### src/rv_pkg.sv
`default_nettype none

package rv_pkg;

   // datapath and address width
   localparam int xlen = 32;

   // memory depths in words
   localparam int imem_words = 256;
   localparam int dmem_words = 256;

   // word index widths, byte address bits 1:0 dropped
   localparam int imem_addr_bits = 8;
   localparam int dmem_addr_bits = 8;

   // addi x0,x0,0
   // fills squashed slots and pads programs
   localparam logic [xlen-1:0] nop_instr = 32'h0000_0013;

   // major opcodes of the supported subset
   typedef enum logic [6:0] {
      opc_lui    = 7'b0110111,
      opc_op_imm = 7'b0010011,
      opc_op     = 7'b0110011,
      opc_load   = 7'b0000011,
      opc_store  = 7'b0100011,
      opc_branch = 7'b1100011,
      opc_jal    = 7'b1101111,
      opc_system = 7'b1110011
   } opcode_e;

   // alu operations
   // the two compare ops only feed branch resolution
   typedef enum logic [3:0] {
      alu_add,
      alu_sub,
      alu_and,
      alu_or,
      alu_xor,
      alu_pass_b,
      alu_beq_cmp,
      alu_bne_cmp
   } alu_op_e;

endpackage

`default_nettype wire

### src/execute.sv
`timescale 1ns/1ns
`default_nettype none

module execute (
   input  logic [rv_pkg::xlen-1:0] pc_i,
   input  logic [rv_pkg::xlen-1:0] op1_i,
   input  logic [rv_pkg::xlen-1:0] op2_i,
   input  logic [rv_pkg::xlen-1:0] imm_i,
   input  rv_pkg::alu_op_e         alu_op_i,
   input  logic                    use_imm_i,
   input  logic                    branch_i,
   input  logic                    jump_i,
   output logic [rv_pkg::xlen-1:0] alu_result_o,
   output logic [rv_pkg::xlen-1:0] target_o,
   output logic                    redirect_o
);
   import rv_pkg::*;

   logic [xlen-1:0] op_b;
   logic [xlen-1:0] alu_out;
   logic            equal;
   logic            cond;

   // second operand: immediate or rs2
   assign op_b  = use_imm_i ? imm_i : op2_i;
   assign equal = (op1_i == op2_i);

   always_comb begin
      cond = 1'b0;
      case (alu_op_i)
         alu_add:    alu_out = op1_i + op_b;
         alu_sub:    alu_out = op1_i - op_b;
         alu_and:    alu_out = op1_i & op_b;
         alu_or:     alu_out = op1_i | op_b;
         alu_xor:    alu_out = op1_i ^ op_b;
         alu_pass_b: alu_out = op_b;
         alu_beq_cmp: begin
            // branches write nothing
            alu_out = '0;
            cond    = equal;
         end
         alu_bne_cmp: begin
            alu_out = '0;
            cond    = !equal;
         end
         default:    alu_out = '0;
      endcase
   end

   // jal writes the link value instead
   assign alu_result_o = jump_i ? (pc_i + 32'd4) : alu_out;

   // branch and jal share pc-relative target
   assign target_o = pc_i + imm_i;

   // jumps always redirect, branches on a true compare
   assign redirect_o = jump_i || (branch_i && cond);

endmodule

`default_nettype wire

### config.mk
export PLATFORM = sky130hd
export DESIGN_NAME = execute
export DESIGN_NICKNAME = d
export VERILOG_FILES = /design/src/rv_pkg.sv /design/src/execute.sv
export SDC_FILE = /design/constraint.sdc
export NUM_CORES = 1
export LEC_CHECK = 0
export CORE_UTILIZATION = 35
export DETAILED_ROUTE_END_ITERATION = 8
export DONT_BUFFER_PORTS = 1
export GPL_TIMING_DRIVEN = 1
export PLACE_DENSITY = 0.5
export SYNTH_ARGS = -nofsm -noshare
export SYNTH_HDL_FRONTEND = slang
export SYNTH_SLANG_ARGS = --single-unit
### constraint.sdc
create_clock -name vclk -period 5.9
set_input_delay 0.59 -clock vclk [all_inputs]
set_output_delay 0.59 -clock vclk [all_outputs]
set_load 0.01 [all_outputs]
---- Yosys cells after proc, flatten, opt, wreduce, memory -nomap -nowiden ----
Index checks and enable logic that the tools add are counted.
storage, ports and cells
  flip-flop bits (word level) ............. 0
  input bits .............................. 135
  output and inout port bits .............. 65
  word-level logic and storage cells ...... 23
operators by class
  add/subtract/negate cells ............... 4
  equality and inequality tests ........... 8
  multiplexer cells ....................... 4
  bitwise gates (word level) .............. 3
  reduce and logical (&&, ||, !) cells .... 4
operators by type and width
  operator                                                                count
  32-bit case mux with 6 select lines                                     1
  32-bit adder                                                            2
  32-bit two-way mux                                                      2
  32-bit by 3-bit adder with 32-bit output (second input constant)        1
  32-bit bitwise AND                                                      1
  32-bit equality test                                                    1
  32-bit bitwise OR                                                       1
  32-bit subtractor                                                       1
  32-bit bitwise XOR                                                      1
  4-bit by 3-bit equality test with 1-bit output (second input constant)  4
  4-bit by 2-bit equality test with 1-bit output (second input constant)  2
  4-bit by 1-bit equality test with 1-bit output (second input constant)  1
  4-bit logical NOT                                                       1
  1-bit case mux with 2 select lines                                      1
  1-bit logical AND                                                       1
  1-bit logical NOT                                                       1
  1-bit logical OR                                                        1

---- Logic depth before layout (Yosys ltp) ----
  depth in word-level cells ............... 5
  depth in mapped cells ................... 23
  depth with buffers taken out ............ 18

---- Worst setup path after synthesis ----
No wires, ideal clock.
  path kind ............................... input to output
  from .................................... input port use_imm_i
  to ...................................... output port alu_result_o[30] (netlist name)
  data arrival time ....................... 4.649 ns
  required time ........................... 5.310 ns
  setup slack ............................. 0.661 ns
  cell stages on the path ................. 22
  buffers on the path ..................... 6
  cells stage by stage .................... buf_6 buf_12 buf_12 buf_12 buf_2 mux2i_1 ha_1 nand4b_1 nor2_1 and3_1 a21oi_1 xnor2_1 ha_1 clkbuf_1 a21o_1 a21o_1 or3b_1 nor3_2 o31ai_1 o31ai_1 mux2i_1 nand2_1
between the ends
  longest elaborated chain between the ends .. 4
  elaborated cells on any way between the ends .. 8
  those cells by class .................... 2 x add/sub; 3 x mux; 3 x bitwise
ends and longest elaborated chain
  element                                          RTL line       text
  from (decl)                                      execute.sv:10  input logic use_imm_i,
  32-bit two-way mux (*)                           execute.sv:25  assign op_b = use_imm_i ? imm_i : op2_i;
  32-bit subtractor, or another cell as far along  execute.sv:32  alu_sub: alu_out = op1_i - op_b;
  32-bit case mux with 6 select lines (*)          execute.sv:30  case (alu_op_i)
  32-bit two-way mux (*)                           execute.sv:51  assign alu_result_o = jump_i ? (pc_i + 32'd4) : alu_out;
  to (decl)                                        execute.sv:13  output logic [rv_pkg::xlen-1:0] alu_result_o,
Every way passes the cells marked *; elsewhere a longest branch is shown, timed or not.

---- Final worst setup path ----
  from .................................... input port use_imm_i
  to ...................................... output port alu_result_o[28] (netlist name)
Same word-level chain as after synthesis.

==> reports/results.tsv <==
metric	value	unit
synth_fa_ha_area_share	21.8	%
synth_top_family_by_area	compound AO/OA/AOI/OAI gates	
dp_slack	0.639	ns
place_hpwl	24900	µm
first_pass_iters	5	
ys_types	78	
synth_top_area_share	21.3	%
die_area	22200	µm²
syn_to_final_growth	2.53	%
hold_path_class	in -> out	
final_cell_mix	ha_1, inv_1, a21oi_1	
syn-mean-instance-area	7.15	µm²
drt_wl_total	29600	µm
grt_setup_unrepaired	false	
endpoint_kind	output port	
syn-num-nets	1325	
status	finished, final reports clean	
fin_tns_setup	0	ns
yosys_warnings	0	
period_needed	5.30	ns
synthXorXnorAreaFrac	15.8	%
core_area	21100	µm²
critPathMaxFanout	44	
final_common_cell	ha_1	
place_area	7760	µm²
num_vias	7719	
worst_slack	0.602	ns
antenna_found_initial	0	
slew_violations	0	
tightest_slew	1.08	ns
num_rows	53	
grt_usage	26.0	%
synth-simple-area-share	19.5	%
cap_violations	0	
cp.required	5.31	ns
synth_compound_area_share	30.2	%
cts_resized	0	
io_buffers	0	
holdWs	1.28	ns
overflow	0	
power.leakage	3.38	nW
postCtsSetupBuffers	0	
drc_errors	0	
max_freq	189	MHz
multi_input_area	7030	µm²
fin_crit_sh	89.8	%
powerDensity	103	nW/µm²
vdd_drop_max	39.7	µV
setup_viol	0	
antenna_left	0	
die_w	149	µm
critPathKind	in -> out	
final_cell_area	7760	µm²
critPathLaunchType	primary input	
drt_iter0_markers	418	
regArea	0	µm²
gp_congestion	0.947	
fillCellCount	2334	
hold_viol_final	0	
synth_top_cell_by_area	ha_1	
synth_area	7570	µm²
grt_first_pass_wirelength	44100	µm
n_antenna_cell	0	
die_h	149	µm
synthMuxAreaShare	5.39	%
grt_max_degree	45	
cts_hold_buffers	0	
route.detailed.vias_per_inst	5.95	
grt_pass1_vias	7523	
design.seq.count	0	
crit_arrival	4.71	ns
max_slew_margin	27.5	%
nets	1291	
synthCells	1059	
routedWlPerCell	22.8	µm
start_util	35.9	%
layout-drive-gt1-share	5.77	%
clkbuf_count	0	
io_pins	200	
yosysSeqAreaShare	0	%
synthTopCellsByArea	ha_1, xnor2_1, xor2_1	
## per-layer routing
layer | routed length (µm) | vias to the layer above | track usage, %
met5 | 0 | - | 0
li1 | - | 3832 | -
met4 | 970 | 0 | 7.35
met3 | 2760 | 44 | 6.51
met2 | 14100 | 285 | 46.0
met1 | 11800 | 3558 | 30.8
## through the flow
stage          power, W  instances  utilization [%]
3_3_place_gp   0.000796       1298             36.8
6_report       0.000800       1298             36.8
2_1_floorplan  0.000636       1059                -
3_5_place_dp   0.000795       1298             36.8
4_1_cts        0.000799       1298             36.8
5_1_grt        0.000885       1298             36.8
## Yosys cell counts (8+ instances only)
cell	instances
o211ai_1	10
xor2_1	59
nand2b_1	9
nand2_1	80
a22oi_1	8
a21oi_1	83
inv_1	84
a31oi_1	11
o21ai_0	43
xnor2_1	76
clkbuf_1	38
nor4_1	14
nand3_1	26
o31ai_1	10
or3_1	8
a221oi_1	13
ha_1	129
and3_1	16
nand4_1	12
mux2i_1	21
o22ai_1	39
a211oi_1	22
o21a_1	9
a22o_1	13
nor2_1	60
a21o_1	27
mux2i_2	10
nor3_1	22
## final cells by class
cell class         count  area share [%]
well taps            275            4.43
repair buffers         8           0.774
multi-input cells    928            90.6
inverters             87            4.21
## cell families (layout without fill, tap and decap cells)
kind of cell,Yosys count,in the layout
AOI/OAI and AO/OA,337,337
and+or+nand+nor,288,288
xor gates and xnor gates,136,136
buffers and inverters,131,95
adders and majority gates,131,131
muxes,36,36
## critical path: stages
cell      delay [ns]
mux2_2          0.36
inv_1           0.11
ha_1            0.26
nand4b_1        0.15
nor2_1          0.29
and3_1          0.33
a21oi_1         0.11
xnor2_1         0.16
ha_1            0.43
and3_1          0.22
nand4_1         0.09
a211oi_1        0.41
nor3_2          0.11
o31ai_1         0.54
o22ai_1         0.18
a221o_1         0.37
## path summary, 6_finish.rpt
check | slack [ns] | depth (start not counted) | from | endpoint
setup / recovery | 0.60 | 16 | use_imm_i | alu_result_o[28]
hold / removal | 1.28 | 1 | pc_i[2] | alu_result_o[2]
## power breakdown
| part | switching [W] | internal (W) | total [W] | leakage [nW] |
|---|---|---|---|---|
| sequential | 0 | 0 | 0 | 0 |
| combinational | 0.000481 | 0.000319 | 0.000800 | 3.38 |
| clock | 0 | 0 | 0 | 0 |
(Power assumes the default switching activity.)
