## src/rv_pkg.sv

```systemverilog
`default_nettype none

package rv_pkg;

   // datapath and address width
   localparam int xlen = 32;

   // memory depths in words
   localparam int imem_words = 256;
   localparam int dmem_words = 256;

   // word index widths, byte address bits 1:0 dropped
   localparam int imem_addr_bits = 8;
   localparam int dmem_addr_bits = 8;

   // addi x0,x0,0
   // fills squashed slots and pads programs
   localparam logic [xlen-1:0] nop_instr = 32'h0000_0013;

   // major opcodes of the supported subset
   typedef enum logic [6:0] {
      opc_lui    = 7'b0110111,
      opc_op_imm = 7'b0010011,
      opc_op     = 7'b0110011,
      opc_load   = 7'b0000011,
      opc_store  = 7'b0100011,
      opc_branch = 7'b1100011,
      opc_jal    = 7'b1101111,
      opc_system = 7'b1110011
   } opcode_e;

   // alu operations
   // the two compare ops only feed branch resolution
   typedef enum logic [3:0] {
      alu_add,
      alu_sub,
      alu_and,
      alu_or,
      alu_xor,
      alu_pass_b,
      alu_beq_cmp,
      alu_bne_cmp
   } alu_op_e;

endpackage

`default_nettype wire

```

## src/reg_file.sv

```systemverilog
`timescale 1ns/1ns
`default_nettype none

module reg_file (
   input  logic                    clk,
   input  logic                    reset,
   input  logic [4:0]              rs1_i,
   input  logic [4:0]              rs2_i,
   input  logic [4:0]              rd_i,
   input  logic                    we_i,
   input  logic [rv_pkg::xlen-1:0] wd_i,
   output logic [rv_pkg::xlen-1:0] rs1_data_o,
   output logic [rv_pkg::xlen-1:0] rs2_data_o
);
   import rv_pkg::*;

   // x1..x31, x0 has no storage
   logic [xlen-1:0] regs [1:31];

   always_ff @(posedge clk) begin
      if (reset) begin
         for (int i = 1; i < 32; i++) begin
            regs[i] <= '0;
         end
      end else if (we_i && (rd_i != 5'd0)) begin
         regs[rd_i] <= wd_i;
      end
   end

   // x0 reads zero
   // same-cycle write returns the new value
   always_comb begin
      if (rs1_i == 5'd0) rs1_data_o = '0;
      else if (we_i && (rd_i == rs1_i)) rs1_data_o = wd_i;
      else rs1_data_o = regs[rs1_i];

      if (rs2_i == 5'd0) rs2_data_o = '0;
      else if (we_i && (rd_i == rs2_i)) rs2_data_o = wd_i;
      else rs2_data_o = regs[rs2_i];
   end

endmodule

`default_nettype wire

```

## config.mk

```make
export PLATFORM = sky130hd
export DESIGN_NAME = reg_file
export DESIGN_NICKNAME = d
export VERILOG_FILES = /design/src/rv_pkg.sv /design/src/reg_file.sv
export SDC_FILE = /design/constraint.sdc
export NUM_CORES = 2
export LEC_CHECK = 0
export ABC_AREA = 1
export BUFFER_PORTS_ARGS = -buffer_cell sky130_fd_sc_hd__buf_2
export CORE_ASPECT_RATIO = 0.9
export CORE_MARGIN = 4
export CORE_UTILIZATION = 25
export CTS_CLUSTER_SIZE = 25
export DETAILED_ROUTE_END_ITERATION = 12
export PLACE_DENSITY = 0.44
export RECOVER_POWER = 25
export SLEW_MARGIN = 20
export SYNTH_ARGS = -nofsm -noshare
export SYNTH_HDL_FRONTEND = slang
export SYNTH_SLANG_ARGS = --single-unit
```

## constraint.sdc

```tcl
create_clock -name clk -period 3.4 [get_ports clk]
set_clock_uncertainty 0.2 [all_clocks]
set_input_delay 0.17 -clock clk [delete_from_list [all_inputs] [get_ports clk]]
set_output_delay 0.17 -clock clk [all_outputs]
set_load 0.01 [all_outputs]
```

### Yosys cells after proc, flatten, opt, wreduce, memory -nomap -nowiden

Memory sizes are Yosys's and may differ from the RTL's.
Cells that the tools add are included.

| word-level totals | value |
|---|---|
| flip-flop bits (word level) | 0 |
| bits in latches | 0 |
| memory bits (writable) | 992 |
| memory bits (read-only) | 0 |
| input bits | 50 |
| output and inout port bits | 64 |
| logic and storage cells | 22 |
| memories kept | 1 |

| cells by class | value |
|---|---|
| $add $sub $neg | 0 |
| multiply operators | 0 |
| div/mod/pow operators | 0 |
| order comparisons | 0 |
| equal/unequal tests | 2 |
| shift-type cells | 0 |
| multiplexer cells | 12 |
| bitwise gates (word level) | 0 |
| reductions and logical operators | 7 |

Memories:

| memory | depth | bits a word | rd ports | clocked after memory_dff | wr ports | RTL line | RTL |
|---|---|---|---|---|---|---|---|
| regs | 31 | 32 | 2 | 0 | 31 | reg_file.sv:18 | `logic [xlen-1:0] regs [1:31];` |

Operators by type and width:

| operator | number |
|---|---|
| 32-bit two-way mux | 5 |
| 32-bit OR reduction | 1 |
| 5-bit == test | 2 |
| 5-bit logical NOT | 2 |
| 1-bit two-way mux | 6 |
| 5-bit two-way mux | 1 |
| 5-bit nonzero test | 1 |
| 1-bit logical AND | 3 |

### Depth between registers and ports, before layout

| depth | value |
|---|---|
| depth after elaboration | 7 |
| depth in mapped cells | 12 |
| depth with buffers taken out | 11 |

### Least setup slack after synthesis

Ideal clock, no wire load.

| path | value |
|---|---|
| path kind | in2reg |
| start | in rd_i[3] |
| end | mem regs[20][0], enable pin |
| library setup time | 0.478 ns |
| data arrival time | 1.856 ns |
| data required time | 2.722 ns |
| slack | 0.866 ns |
| stages | 10 |
| buffers on the path | 2 |
| cell sequence | buf_4 -> nor3_4 -> inv_2 -> o21ai_2 -> inv_2 -> nand2_1 -> inv_2 -> nand2_2 -> buf_6 -> nand2_1 |

RTL lines:

| what | RTL line | RTL |
|---|---|---|
| start, declared | reg_file.sv:9 | `input logic [4:0] rd_i,` |
| end, declared | reg_file.sv:18 |  |

==> Implementation_results.wiki <==
{| class="wikitable"
! Metric !! Value
|-
| Initial antenna violation count || 12
|-
| Cts repair resizes || 0
|-
| Rel. slew slack || 0.0822
|-
| Ports placed on the boundary || 114
|-
| Data arrival at the endpoint of the critical path || 3.48 ns
|-
| Number of fillers in the final layout || 25045
|-
| Area share of the leading cell type in the synthesized netlist || 0.522
|-
| Buffer and inverter count on the worst path || 6
|-
| Number of clock sinks seen by CTS || 1024
|-
| Peak supply drop || 0.000486 V
|-
| RSZ-0062 raised after global routing || no
|-
| Post-layout nets || 7410
|-
| Startpoint type of the worst setup path || input port
|-
| Kind of cell adding the most delay to the critical path || simple AND/OR/NAND/NOR gates
|-
| Result of the run || finished, final reports clean
|-
| Register with the highest flop count || regs
|-
| Crit-path max FO || 32
|-
| Via count of the first global-routing pass || 50358
|-
| Detailed Route WL || 268000 um
|-
| Ratio of total power to cell area || 484 nW/um^2
|-
| Number of remaining DRC errors || 0
|-
| Ratio of cells with drive above 1 in the final layout || 0.0851
|-
| # port buffers || 113
|-
| Overall die width || 520 um
|-
| Maximum achievable frequency || 313 MHz
|-
| Number of optimization iterations in the first detailed-route pass || 6
|-
| DRC marker count from the first detailed-route iteration || 6990
|-
| Routed WL per cell || 25.2 um
|-
| Largest net degree at the start of global routing || 139
|-
| Buffer count from post-CTS setup fixing || 0
|-
| Kind of end point of the critical path || flop
|-
| Maximum Capacitance Violations || 0
|-
| Crit path time final || 3.20 ns
|-
| Number of flip-flops in the largest register || 1024
|-
| Number of setup violations in the final report || 0
|-
| Total Power || 0.0327 W
|-
| Final total negative setup slack || 0 ns
|-
| Synthesized area divided by synthesized cell count || 7.93 um^2
|-
| Leading area contributor after synthesis || edfxtp_1
|-
| HPWL after detailed placement || 159000 um
|-
| Instance count of the mapped netlist || 7429
|-
| Standard-cell row count || 168
|-
| Transition time at the pin with the least slew margin || 1.38 ns
|-
| Area contributors post-synth || edfxtp_1 52%, nand2_1 11%, nand3_1 9.0%
|-
| Total number of vias || 53510
|-
| Number of unique standard cell types used by synthesis || 30
|-
| Number of nets with antenna violations after detailed routing || 0
|-
| Data required time of the worst path || 3.69 ns
|-
| Placed cell count || 10326
|-
| Final std cells w/o fill || 10611
|-
| Final weighted congestion in routability-driven placement || 0.856
|-
| Count of yosys warnings during synthesis || 0
|-
| Sequential cell area fraction in the yosys report || 0.522
|-
| Total standard cell area after synthesis || 58900 um^2
|-
| Largest buffer count on any clock path || 3
|-
| Register bit total from synthesis || 1024
|-
| Registers with the highest flip-flop counts || regs (1024)
|-
| Worst hold path class || input port to flop
|-
| Critical Path Most Common Cell || inv_2
|-
| Initial cell density of the core || 0.252
|-
| GRT Util Overall || 0.211
|-
| CTS tree || yes
|-
| Total grt overflow || 0
|-
| Final Hold Violating Endpoints || 0
|-
| Slowest-stage cell, CP || nand2_1
|-
| Root cell of the clock tree || clkbuf_16
|-
| Die H || 469 um
|-
| Synth-to-Final Area Change || 14.6%
|-
| Crit-path max cell delay || 0.81 ns
|-
| Die Area || 244000 um^2
|-
| Via density per instance || 5.04
|-
| Type of the worst setup path || input port to flop
|-
| Clock edge transition at the registers on the reported setup and hold paths || 0.06 ns
|-
| Area of the core region || 234000 um^2
|-
| Static Leak || 28.0 nW
|-
| Inserted Clock Buffers || 116
|-
| Critical-path cell list || dlygate4sd3_1 -> buf_2 -> nor3_1 -> inv_2 -> o21ai_2 -> inv_2 -> nand3_2 -> inv_4 -> nand2_1 -> nand2_2 -> buf_12
|-
| Fraction of the cycle the final worst path needs || 0.940
|-
| CTS HTree Levels || 3
|-
| Quantity of hold-fixing buffers added after cts || 60
|-
| Wire length of the first global-routing pass || 375000 um
|-
| Number of max-slew violations in the final report || 0
|}
## tightest hold or removal path, delay by kind of cell
kind                   cells  cell delay (ns)
and+or+nand+nor            3             0.38
buffers and inverters      2             0.26
## where the power goes
| part | switching [W] | total (W) | internal, W |
|---|---|---|---|
| logic | 0.00350 | 0.00481 | 0.00131 |
| clock network | 0.00581 | 0.0130 | 0.00721 |
| registers | 0.000304 | 0.0149 | 0.0146 |
| total | 0.00961 | 0.0327 | 0.0231 |
## per-layer routing
| metal | GRT usage | part of all wire |
|---|---|---|
| met1 | 0.283 | 0.42 |
| met2 | 0.336 | 0.45 |
| met3 | 0.0387 | 0.084 |
| met4 | 0.0898 | 0.046 |
| met5 | 0 | 0.00011 |
## through the flow
stage | setup WS (ns) | cell area [um^2] | utilization | hold WS, ns
floorplan | 0.866 | 59000 | - | 0.0689
global placement | 0.0701 | 63400 | 0.271 | 0.199
detailed placement | 0.0841 | 63400 | 0.271 | 0.196
CTS | 0.0831 | 67800 | 0.290 | 0.00785
global route | 0.145 | 67500 | 0.289 | -0.00331
finish | 0.205 | 67500 | 0.289 | 0.0288
## logic make-up (layout without fill, tap and decap cells)
family                    count (synthesis)  after routing  synth area share
and+or+nand+nor                        4276           4276             0.302
other                                     1             38         0.0000636
buffers and inverters                  1276           1276            0.0955
AOI/OAI and AO/OA                       850            850            0.0805
xor gates and xnor gates                  2              2          0.000297
DFF                                    1024           1024             0.522
## worst paths after layout
kind	from	end	slack, ns	depth (start not counted)
worst min-delay path	rd_i[1]	regs[11][29]$_SDFFCE_PN0P_	0.03	5
worst max-delay path	rd_i[3]	regs[15][1]$_SDFFCE_PN0P_	0.20	11
## Yosys cell counts
library cell and instances:
nand2_1 1776, nor2_1 1327, nand3_1 1064, edfxtp_1 1024, inv_1 623, o21ai_0 372, clkbuf_1 268, a21oi_1 267
buf_2 219, o211ai_1 191, buf_4 61, or2_2 55, buf_1 48, buf_6 44, nand2_4 16, nor2_2 16
o21ai_1 14, inv_2 9, nor3_2 8, nand2_2 7, o22ai_1 5, inv_4 3, nand3_2 3, nand4_1 2
xor2_1 2, clkinv_1 1, conb_1 1, nor3_1 1, nor3_4 1, o21ai_2 1
## cell usage in the layout, fill, tap and decap left out, types with 12 or more instances in the layout
master         Yosys  final
dlygate4sd3_1      0     60
nor2_1          1327   1324
o211ai_1         191    191
a21oi_1          267    267
o21ai_0          372    372
edfxtp_1        1024   1024
clkbuf_1         268     54
clkbuf_16          0    117
buf_12             0     74
clkbuf_2           0     13
or2_2             55     55
clkinv_2           0     25
inv_1            623    616
nor2_2            16     17
buf_2            219     74
nand2_2            7     29
o21ai_1           14     14
conb_1             1     32
nand2_1         1776   1759
clkinv_1           1     37
buf_4             61    152
bufinv_16          0     12
nand3_1         1064   1064
## layout make-up
type / count / area (um^2) / area share
diodes: 6 / 15.0 / 0.000222
clock buffers: 132 / 2980 / 0.0442
clock inverters: 86 / 798 / 0.0118
inverters: 636 / 2430 / 0.0359
multi-input cells: 5160 / 22700 / 0.336
flip-flops and latches: 1024 / 30700 / 0.455
well taps: 3145 / 3940 / 0.0583
repair buffers: 422 / 3920 / 0.0580
(Power assumes the default switching activity.)
