## config.mk

```make
export PLATFORM = sky130hd
export DESIGN_NAME = decode
export DESIGN_NICKNAME = d
export VERILOG_FILES = /design/src/rv_pkg.sv /design/src/decode.sv
export SDC_FILE = /design/constraint.sdc
export NUM_CORES = 1
export LEC_CHECK = 0
export BUFFER_PORTS_ARGS = -buffer_cell sky130_fd_sc_hd__buf_2
export CORE_UTILIZATION = 37
export DETAILED_ROUTE_END_ITERATION = 8
export PLACE_DENSITY = 0.87
export SYNTH_ARGS = -nofsm -noshare
export SYNTH_HDL_FRONTEND = slang
export SYNTH_SLANG_ARGS = --single-unit
```

## constraint.sdc

```tcl
create_clock -name vclk -period 2.3
set_input_delay 0.46 -clock vclk [all_inputs]
set_output_delay 0.46 -clock vclk [all_outputs]
set_load 0.01 [all_outputs]
```

## src/rv_pkg.sv

```systemverilog
`default_nettype none

package rv_pkg;

   // datapath and address width
   localparam int xlen = 32;

   // memory depths in words
   localparam int imem_words = 256;
   localparam int dmem_words = 256;

   // word index widths, byte address bits 1:0 dropped
   localparam int imem_addr_bits = 8;
   localparam int dmem_addr_bits = 8;

   // addi x0,x0,0
   // fills squashed slots and pads programs
   localparam logic [xlen-1:0] nop_instr = 32'h0000_0013;

   // major opcodes of the supported subset
   typedef enum logic [6:0] {
      opc_lui    = 7'b0110111,
      opc_op_imm = 7'b0010011,
      opc_op     = 7'b0110011,
      opc_load   = 7'b0000011,
      opc_store  = 7'b0100011,
      opc_branch = 7'b1100011,
      opc_jal    = 7'b1101111,
      opc_system = 7'b1110011
   } opcode_e;

   // alu operations
   // the two compare ops only feed branch resolution
   typedef enum logic [3:0] {
      alu_add,
      alu_sub,
      alu_and,
      alu_or,
      alu_xor,
      alu_pass_b,
      alu_beq_cmp,
      alu_bne_cmp
   } alu_op_e;

endpackage

`default_nettype wire

```

## src/decode.sv

```systemverilog
`timescale 1ns/1ns
`default_nettype none

module decode (
   input  logic [rv_pkg::xlen-1:0] instr_i,
   output logic [4:0]              rd_o,
   output logic [4:0]              rs1_o,
   output logic [4:0]              rs2_o,
   output logic [rv_pkg::xlen-1:0] imm_o,
   output rv_pkg::alu_op_e         alu_op_o,
   output logic                    use_imm_o,
   output logic                    reg_write_o,
   output logic                    mem_read_o,
   output logic                    mem_write_o,
   output logic                    branch_o,
   output logic                    jump_o,
   output logic                    halt_instr_o
);
   import rv_pkg::*;

   opcode_e    opcode;
   logic [2:0] funct3;
   logic [6:0] funct7;

   assign opcode = opcode_e'(instr_i[6:0]);
   assign funct3 = instr_i[14:12];
   assign funct7 = instr_i[31:25];

   // register fields are fixed in every format
   assign rd_o  = instr_i[11:7];
   assign rs1_o = instr_i[19:15];
   assign rs2_o = instr_i[24:20];

   always_comb begin
      // defaults give a nop with no side effects
      imm_o        = '0;
      alu_op_o     = alu_add;
      use_imm_o    = 1'b0;
      reg_write_o  = 1'b0;
      mem_read_o   = 1'b0;
      mem_write_o  = 1'b0;
      branch_o     = 1'b0;
      jump_o       = 1'b0;
      halt_instr_o = 1'b0;
      case (opcode)
         opc_lui: begin
            // u-type, upper 20 bits
            imm_o       = {instr_i[31:12], 12'b0};
            alu_op_o    = alu_pass_b;
            use_imm_o   = 1'b1;
            reg_write_o = 1'b1;
         end
         opc_op_imm: begin
            // only addi
            imm_o       = {{20{instr_i[31]}}, instr_i[31:20]};
            use_imm_o   = 1'b1;
            reg_write_o = (funct3 == 3'b000);
         end
         opc_op: begin
            reg_write_o = 1'b1;
            case ({funct7, funct3})
               {7'b0000000, 3'b000}: alu_op_o = alu_add;
               {7'b0100000, 3'b000}: alu_op_o = alu_sub;
               {7'b0000000, 3'b111}: alu_op_o = alu_and;
               {7'b0000000, 3'b110}: alu_op_o = alu_or;
               {7'b0000000, 3'b100}: alu_op_o = alu_xor;
               default:              reg_write_o = 1'b0;
            endcase
         end
         opc_load: begin
            // lw only, address = rs1 + i-imm
            imm_o       = {{20{instr_i[31]}}, instr_i[31:20]};
            use_imm_o   = 1'b1;
            reg_write_o = (funct3 == 3'b010);
            mem_read_o  = (funct3 == 3'b010);
         end
         opc_store: begin
            // sw only, s-type split immediate
            imm_o       = {{20{instr_i[31]}}, instr_i[31:25], instr_i[11:7]};
            use_imm_o   = 1'b1;
            mem_write_o = (funct3 == 3'b010);
         end
         opc_branch: begin
            // b-type, bit 0 always zero
            imm_o    = {{20{instr_i[31]}}, instr_i[7], instr_i[30:25], instr_i[11:8], 1'b0};
            alu_op_o = (funct3 == 3'b001) ? alu_bne_cmp : alu_beq_cmp;
            branch_o = (funct3 == 3'b000) || (funct3 == 3'b001);
         end
         opc_jal: begin
            // j-type, link written by execute
            imm_o       = {{12{instr_i[31]}}, instr_i[19:12], instr_i[20],
                           instr_i[30:21], 1'b0};
            reg_write_o = 1'b1;
            jump_o      = 1'b1;
         end
         opc_system: begin
            // ebreak: funct12 = 1, all other fields zero
            halt_instr_o = (instr_i[31:7] == 25'h0002000);
         end
         default: begin
            // outside the subset, stays a nop
            reg_write_o = 1'b0;
         end
      endcase
   end

endmodule

`default_nettype wire

```

== Yosys cells after proc, flatten, opt, wreduce, memory -nomap -nowiden ==
Index checks and enable logic that the tools add are counted.
Operators by class
  eq/ne operators: 15
  muxes and demuxes: 12
  reductions and logical operators: 7
Operator list (count)
  32-bit case mux with 5 select lines: 1
  10-bit by 3-bit == test with 1-bit output (second input constant): 3
  25-bit by 14-bit == test with 1-bit output (second input constant): 1
  7-bit by 6-bit == test with 1-bit output (second input constant): 3
  7-bit == test (second input constant): 3
  3-bit case mux with 4 select lines: 1
  10-bit by 9-bit == test with 1-bit output (second input constant): 1
  10-bit zero test: 1
  3-bit case mux with 3 select lines: 1
  1-bit 2-to-1 mux: 8
  7-bit by 2-bit == test with 1-bit output (second input constant): 1
  7-bit by 5-bit == test with 1-bit output (second input constant): 1
  5-bit OR reduction: 1
  1-bit case mux with 4 select lines: 1
  2-bit OR reduction: 2
  4-bit OR reduction: 1
  3-bit by 1-bit == test with 1-bit output (second input constant): 1
  3-bit by 2-bit == test with 1-bit output (second input constant): 1
  3-bit zero test: 1
  1-bit logical OR: 1
Word-level totals
  flip-flop bits (word level): 0
  input bits: 32
  output and inout port bits: 58

== Longest topological paths before layout ==
  depth in word-level cells: 4
  gate-level depth with buffers: 6
  mapped depth without buffers: 4

== Worst setup path before layout ==
Ideal clock, no wire load.
  kind: input to output
  from: input port instr_i[27] in the netlist's numbering
  to: output port reg_write_o
  arrival time: 1672 ps
  setup slack: 168 ps
  stages on the path: 4
  path buffers: 0
  cell sequence: or4_4 > nor3_4 > nand4_2 > o31ai_1
Between the ends
  cells in the longest elaborated chain, start to end: 4
  elaborated cells on any way between the ends: 8
RTL lines
  start: declaration: line decode.sv:5  | input logic [rv_pkg::xlen-1:0] instr_i,
  10-bit by 3-bit == test with 1-bit output (tied with other cells): line decode.sv:61  | case ({funct7, funct3})
  5-bit OR reduction (no source line) (*)
  1-bit 2-to-1 mux (*): line decode.sv:61
  1-bit case mux with 4 select lines (*): line decode.sv:45  | case (opcode)
  end: declaration: line decode.sv:12  | output logic reg_write_o,
Mark *: on every way between the ends. The rest lies on a longest branch, timed or not.

== Worst setup path in the final report ==
  from: input port instr_i[27] in the netlist's numbering
  to: output port alu_op_o[1]
Between the ends
  cells in the longest elaborated chain, start to end: 3
  elaborated cells on any way between the ends: 6
RTL lines
  10-bit by 3-bit == test with 1-bit output or 10-bit by 9-bit == test with 1-bit output (tied branches): line decode.sv:61
  3-bit case mux with 4 select lines (*): line decode.sv:61
  3-bit case mux with 3 select lines (*): line decode.sv:45
  end: declaration: line decode.sv:10  | output rv_pkg::alu_op_e alu_op_o,
Marks and branches as above.

==> implementation parameters <==
Parameter                              Value

Final layout
  Seq Cell Count ... 0
  Total area of sequential cells ... 0 µm²
  Clk_buf instances ... 0
  Antenna fix cells ... 0
  Utilization after layout ... 67.1%
  Area Growth Syn to Fin ... 64.0%
  Final #Nets ... 242
  Share of final-layout standard cells stronger than drive strength 1 ... 59.1%

Floorplanning
  Core area ... between 0.002 and 0.0025 mm²
  I/O pin cnt ... 90
  Chip Width ... 49.3 µm
  Number of core rows ... 16
  Initial standard-cell utilization of the core ... 40.9%
  Die ar. ... approximately 0.0024 mm²
  Die Ht ... 49.3 µm

Yosys
  Most frequent cells after synthesis ... sky130_fd_sc_hd__a21o_1 (19), sky130_fd_sc_hd__buf_4 (17), sky130_fd_sc_hd__nor2_1 (9)
  Count of mapped cells out of synthesis ... between 100 and 150
  Synth warnings ... 0
  Post-synthesis sequential area ratio ... 0%
  Library cell occupying the most area in the post-synthesis netlist ... sky130_fd_sc_hd__a21o_1
  Leading cell type by number of instances after synthesis ... sky130_fd_sc_hd__a21o_1
  Post-synthesis instance area ... slightly above 800 µm²
  Syn_area_per_cell ... 6.78 µm²
  Synth top area share ... 17.2%
  Synth cell types ... 39
  Cell types occupying the most area after synthesis ... sky130_fd_sc_hd__a21o_1 (17%), sky130_fd_sc_hd__buf_4 (15%), sky130_fd_sc_hd__and2_1 (4.5%)
  Syn Nets ... 154

Global route
  Global-route congestion overflow total ... 0
  Largest net degree at the start of global routing ... 13
  First-pass GRT wire length ... 4860 µm
  Antenna violations before repair ... 0
  Vias in the first global route ... 1094
  Total routing resource utilization after global routing ... 24.4%

Route
  Number of optimization iterations in the first detailed-route pass ... 4
  Antenna-violating nets left ... 0
  Number of DRC violations after detailed-routing iteration 0 ... 21
  Final wirelength ... 3220 µm
  Post-route DRC violation count ... 0
  Detail-routed net length per standard cell ... 13.7 µm
  Vias post-DR ... 1254
  Via-per-instance ratio ... 5.34

Worst hold path
  Endpoint of the worst hold-timing path ... rs1_o[0]
  Hold Path Depth ... 2
  HP Class ... input pin to primary output
  Startpoint of the most critical hold path ... instr_i[15]

STA
  Minimum period implied by the final worst setup slack ... between 2 and 2.5 ns
  Period utilization ... 99.2%
  Minimum hold slack ... 1.14 ns
  Number of pins exceeding their max-slew limit in the final report ... 0
  Final hold vios ... 0
  Final worst setup slack ... 0.0191 ns
  Setup-violating endpoint count in the final report ... 0
  Unrepaired setup endpoints after global routing ... yes
  Upper clock frequency limit ... between 0.4 and 0.5 GHz

Pwr
  Maximum vdd drop ... 84.2 µV
  Power density relative to cell area ... approximately 120 mW/mm²
  Leakage dissipation ... 0.916 nW

Critical path
  Endpoint arrival time on the critical path ... 1.82 ns
  Type of the worst setup path ... input pin to primary output
  Startpoint types ... input pin
  Top fanout value on the critical path ... 4
  Worst setup path start ... instr_i[27]
  Nature of the critical path endpoint ... primary output
  Worst EP required ... ~1.8 ns

Place
  Post-DP HPWL ... 2530 µm
  RePlAce Congestion ... 0.963
  Setup slack after placement ... -0.0529 ns
  Count of port buffers added during placement ... between 80 and 90

Run
  Number of maximum-capacitance constraint violations ... 0

Status
  Result of the run ... finished, final reports clean

Clocking
  Count of hold-fix buffers inserted at cts ... 0
## cells by family after synthesis
logic type,Yosys count,share of synthesized area [%]
other,1,0.453
buffers and inverters,24,18.8
AOI/OAI and AO/OA,40,35.9
and+or+nand+nor,57,44.9
## metal layers
metal,vias to the layer above,part of all wire (%),GRT usage [%]
li1,616,-,-
met1,571,43,31.6
met2,67,50,45.7
met3,0,7.3,1.25
met4,0,0,0.980
met5,-,0,0
## worst max-delay path, stage by stage
cell                      delay [ns]
sky130_fd_sc_hd__buf_6          0.09
sky130_fd_sc_hd__or4_4          0.53
sky130_fd_sc_hd__nor3_4         0.21
sky130_fd_sc_hd__nand4_4        0.15
sky130_fd_sc_hd__o31ai_1        0.21
sky130_fd_sc_hd__buf_2          0.16
## layout by cell type, fill, tap and decap left out, types with 3 or more instances in the layout
cell | netlist | layout
sky130_fd_sc_hd__buf_2 | 1 | 88
sky130_fd_sc_hd__a21o_1 | 19 | 19
sky130_fd_sc_hd__buf_4 | 17 | 18
sky130_fd_sc_hd__nor2_1 | 9 | 9
sky130_fd_sc_hd__nand2_1 | 7 | 7
sky130_fd_sc_hd__and2_1 | 6 | 6
sky130_fd_sc_hd__nor3_1 | 5 | 5
sky130_fd_sc_hd__nor2b_1 | 4 | 4
sky130_fd_sc_hd__nand4_1 | 4 | 4
sky130_fd_sc_hd__a22o_1 | 4 | 4
sky130_fd_sc_hd__a21oi_1 | 4 | 3
sky130_fd_sc_hd__nor4_1 | 4 | 3
## timing repair
item,CTS,global route
setup endpoints to repair,4,16
resized for setup,1,7
pin swaps,4,2
setup buffers,0,1
## how the worst max path moves through the flow
stage	endpoint	slack [ns]	cells past startpoint
floorplan	reg_write_o	0.17	4
global placement	alu_op_o[0]	-0.02	6
detailed placement	alu_op_o[0]	-0.05	6
CTS	alu_op_o[0]	0.004	6
global route	imm_o[24]	-0.08	7
finish	alu_op_o[1]	0.02	6
## where the power goes
group / switching [mW] / total [mW] / internal (mW)
clock network: 0 / 0 / 0
logic: 0.0881 / 0.160 / 0.0714
registers: 0 / 0 / 0
total: 0.0881 / 0.160 / 0.0714
## final cells by class
type | count | area (µm²)
tap | 27 | 33.8
fill | 188 | 666
inverter | 2 | 7.51
timing repair buffer | 108 | 607
multi-input combinational | 98 | 708
## stage by stage
step / instance area, µm² / power [mW] / TNS [ns] / cells
floorplan: 827 / 0.0762 / 0 / 122
global placement: 1290 / 0.148 / -0.0211 / 234
detailed placement: 1290 / 0.150 / -0.0998 / 234
CTS: 1300 / 0.153 / 0 / 234
global route: 1360 / 0.172 / -1.01 / 235
finish: 1360 / 0.160 / 0 / 235
No activity file was read; power rests on OpenSTA's default activity.
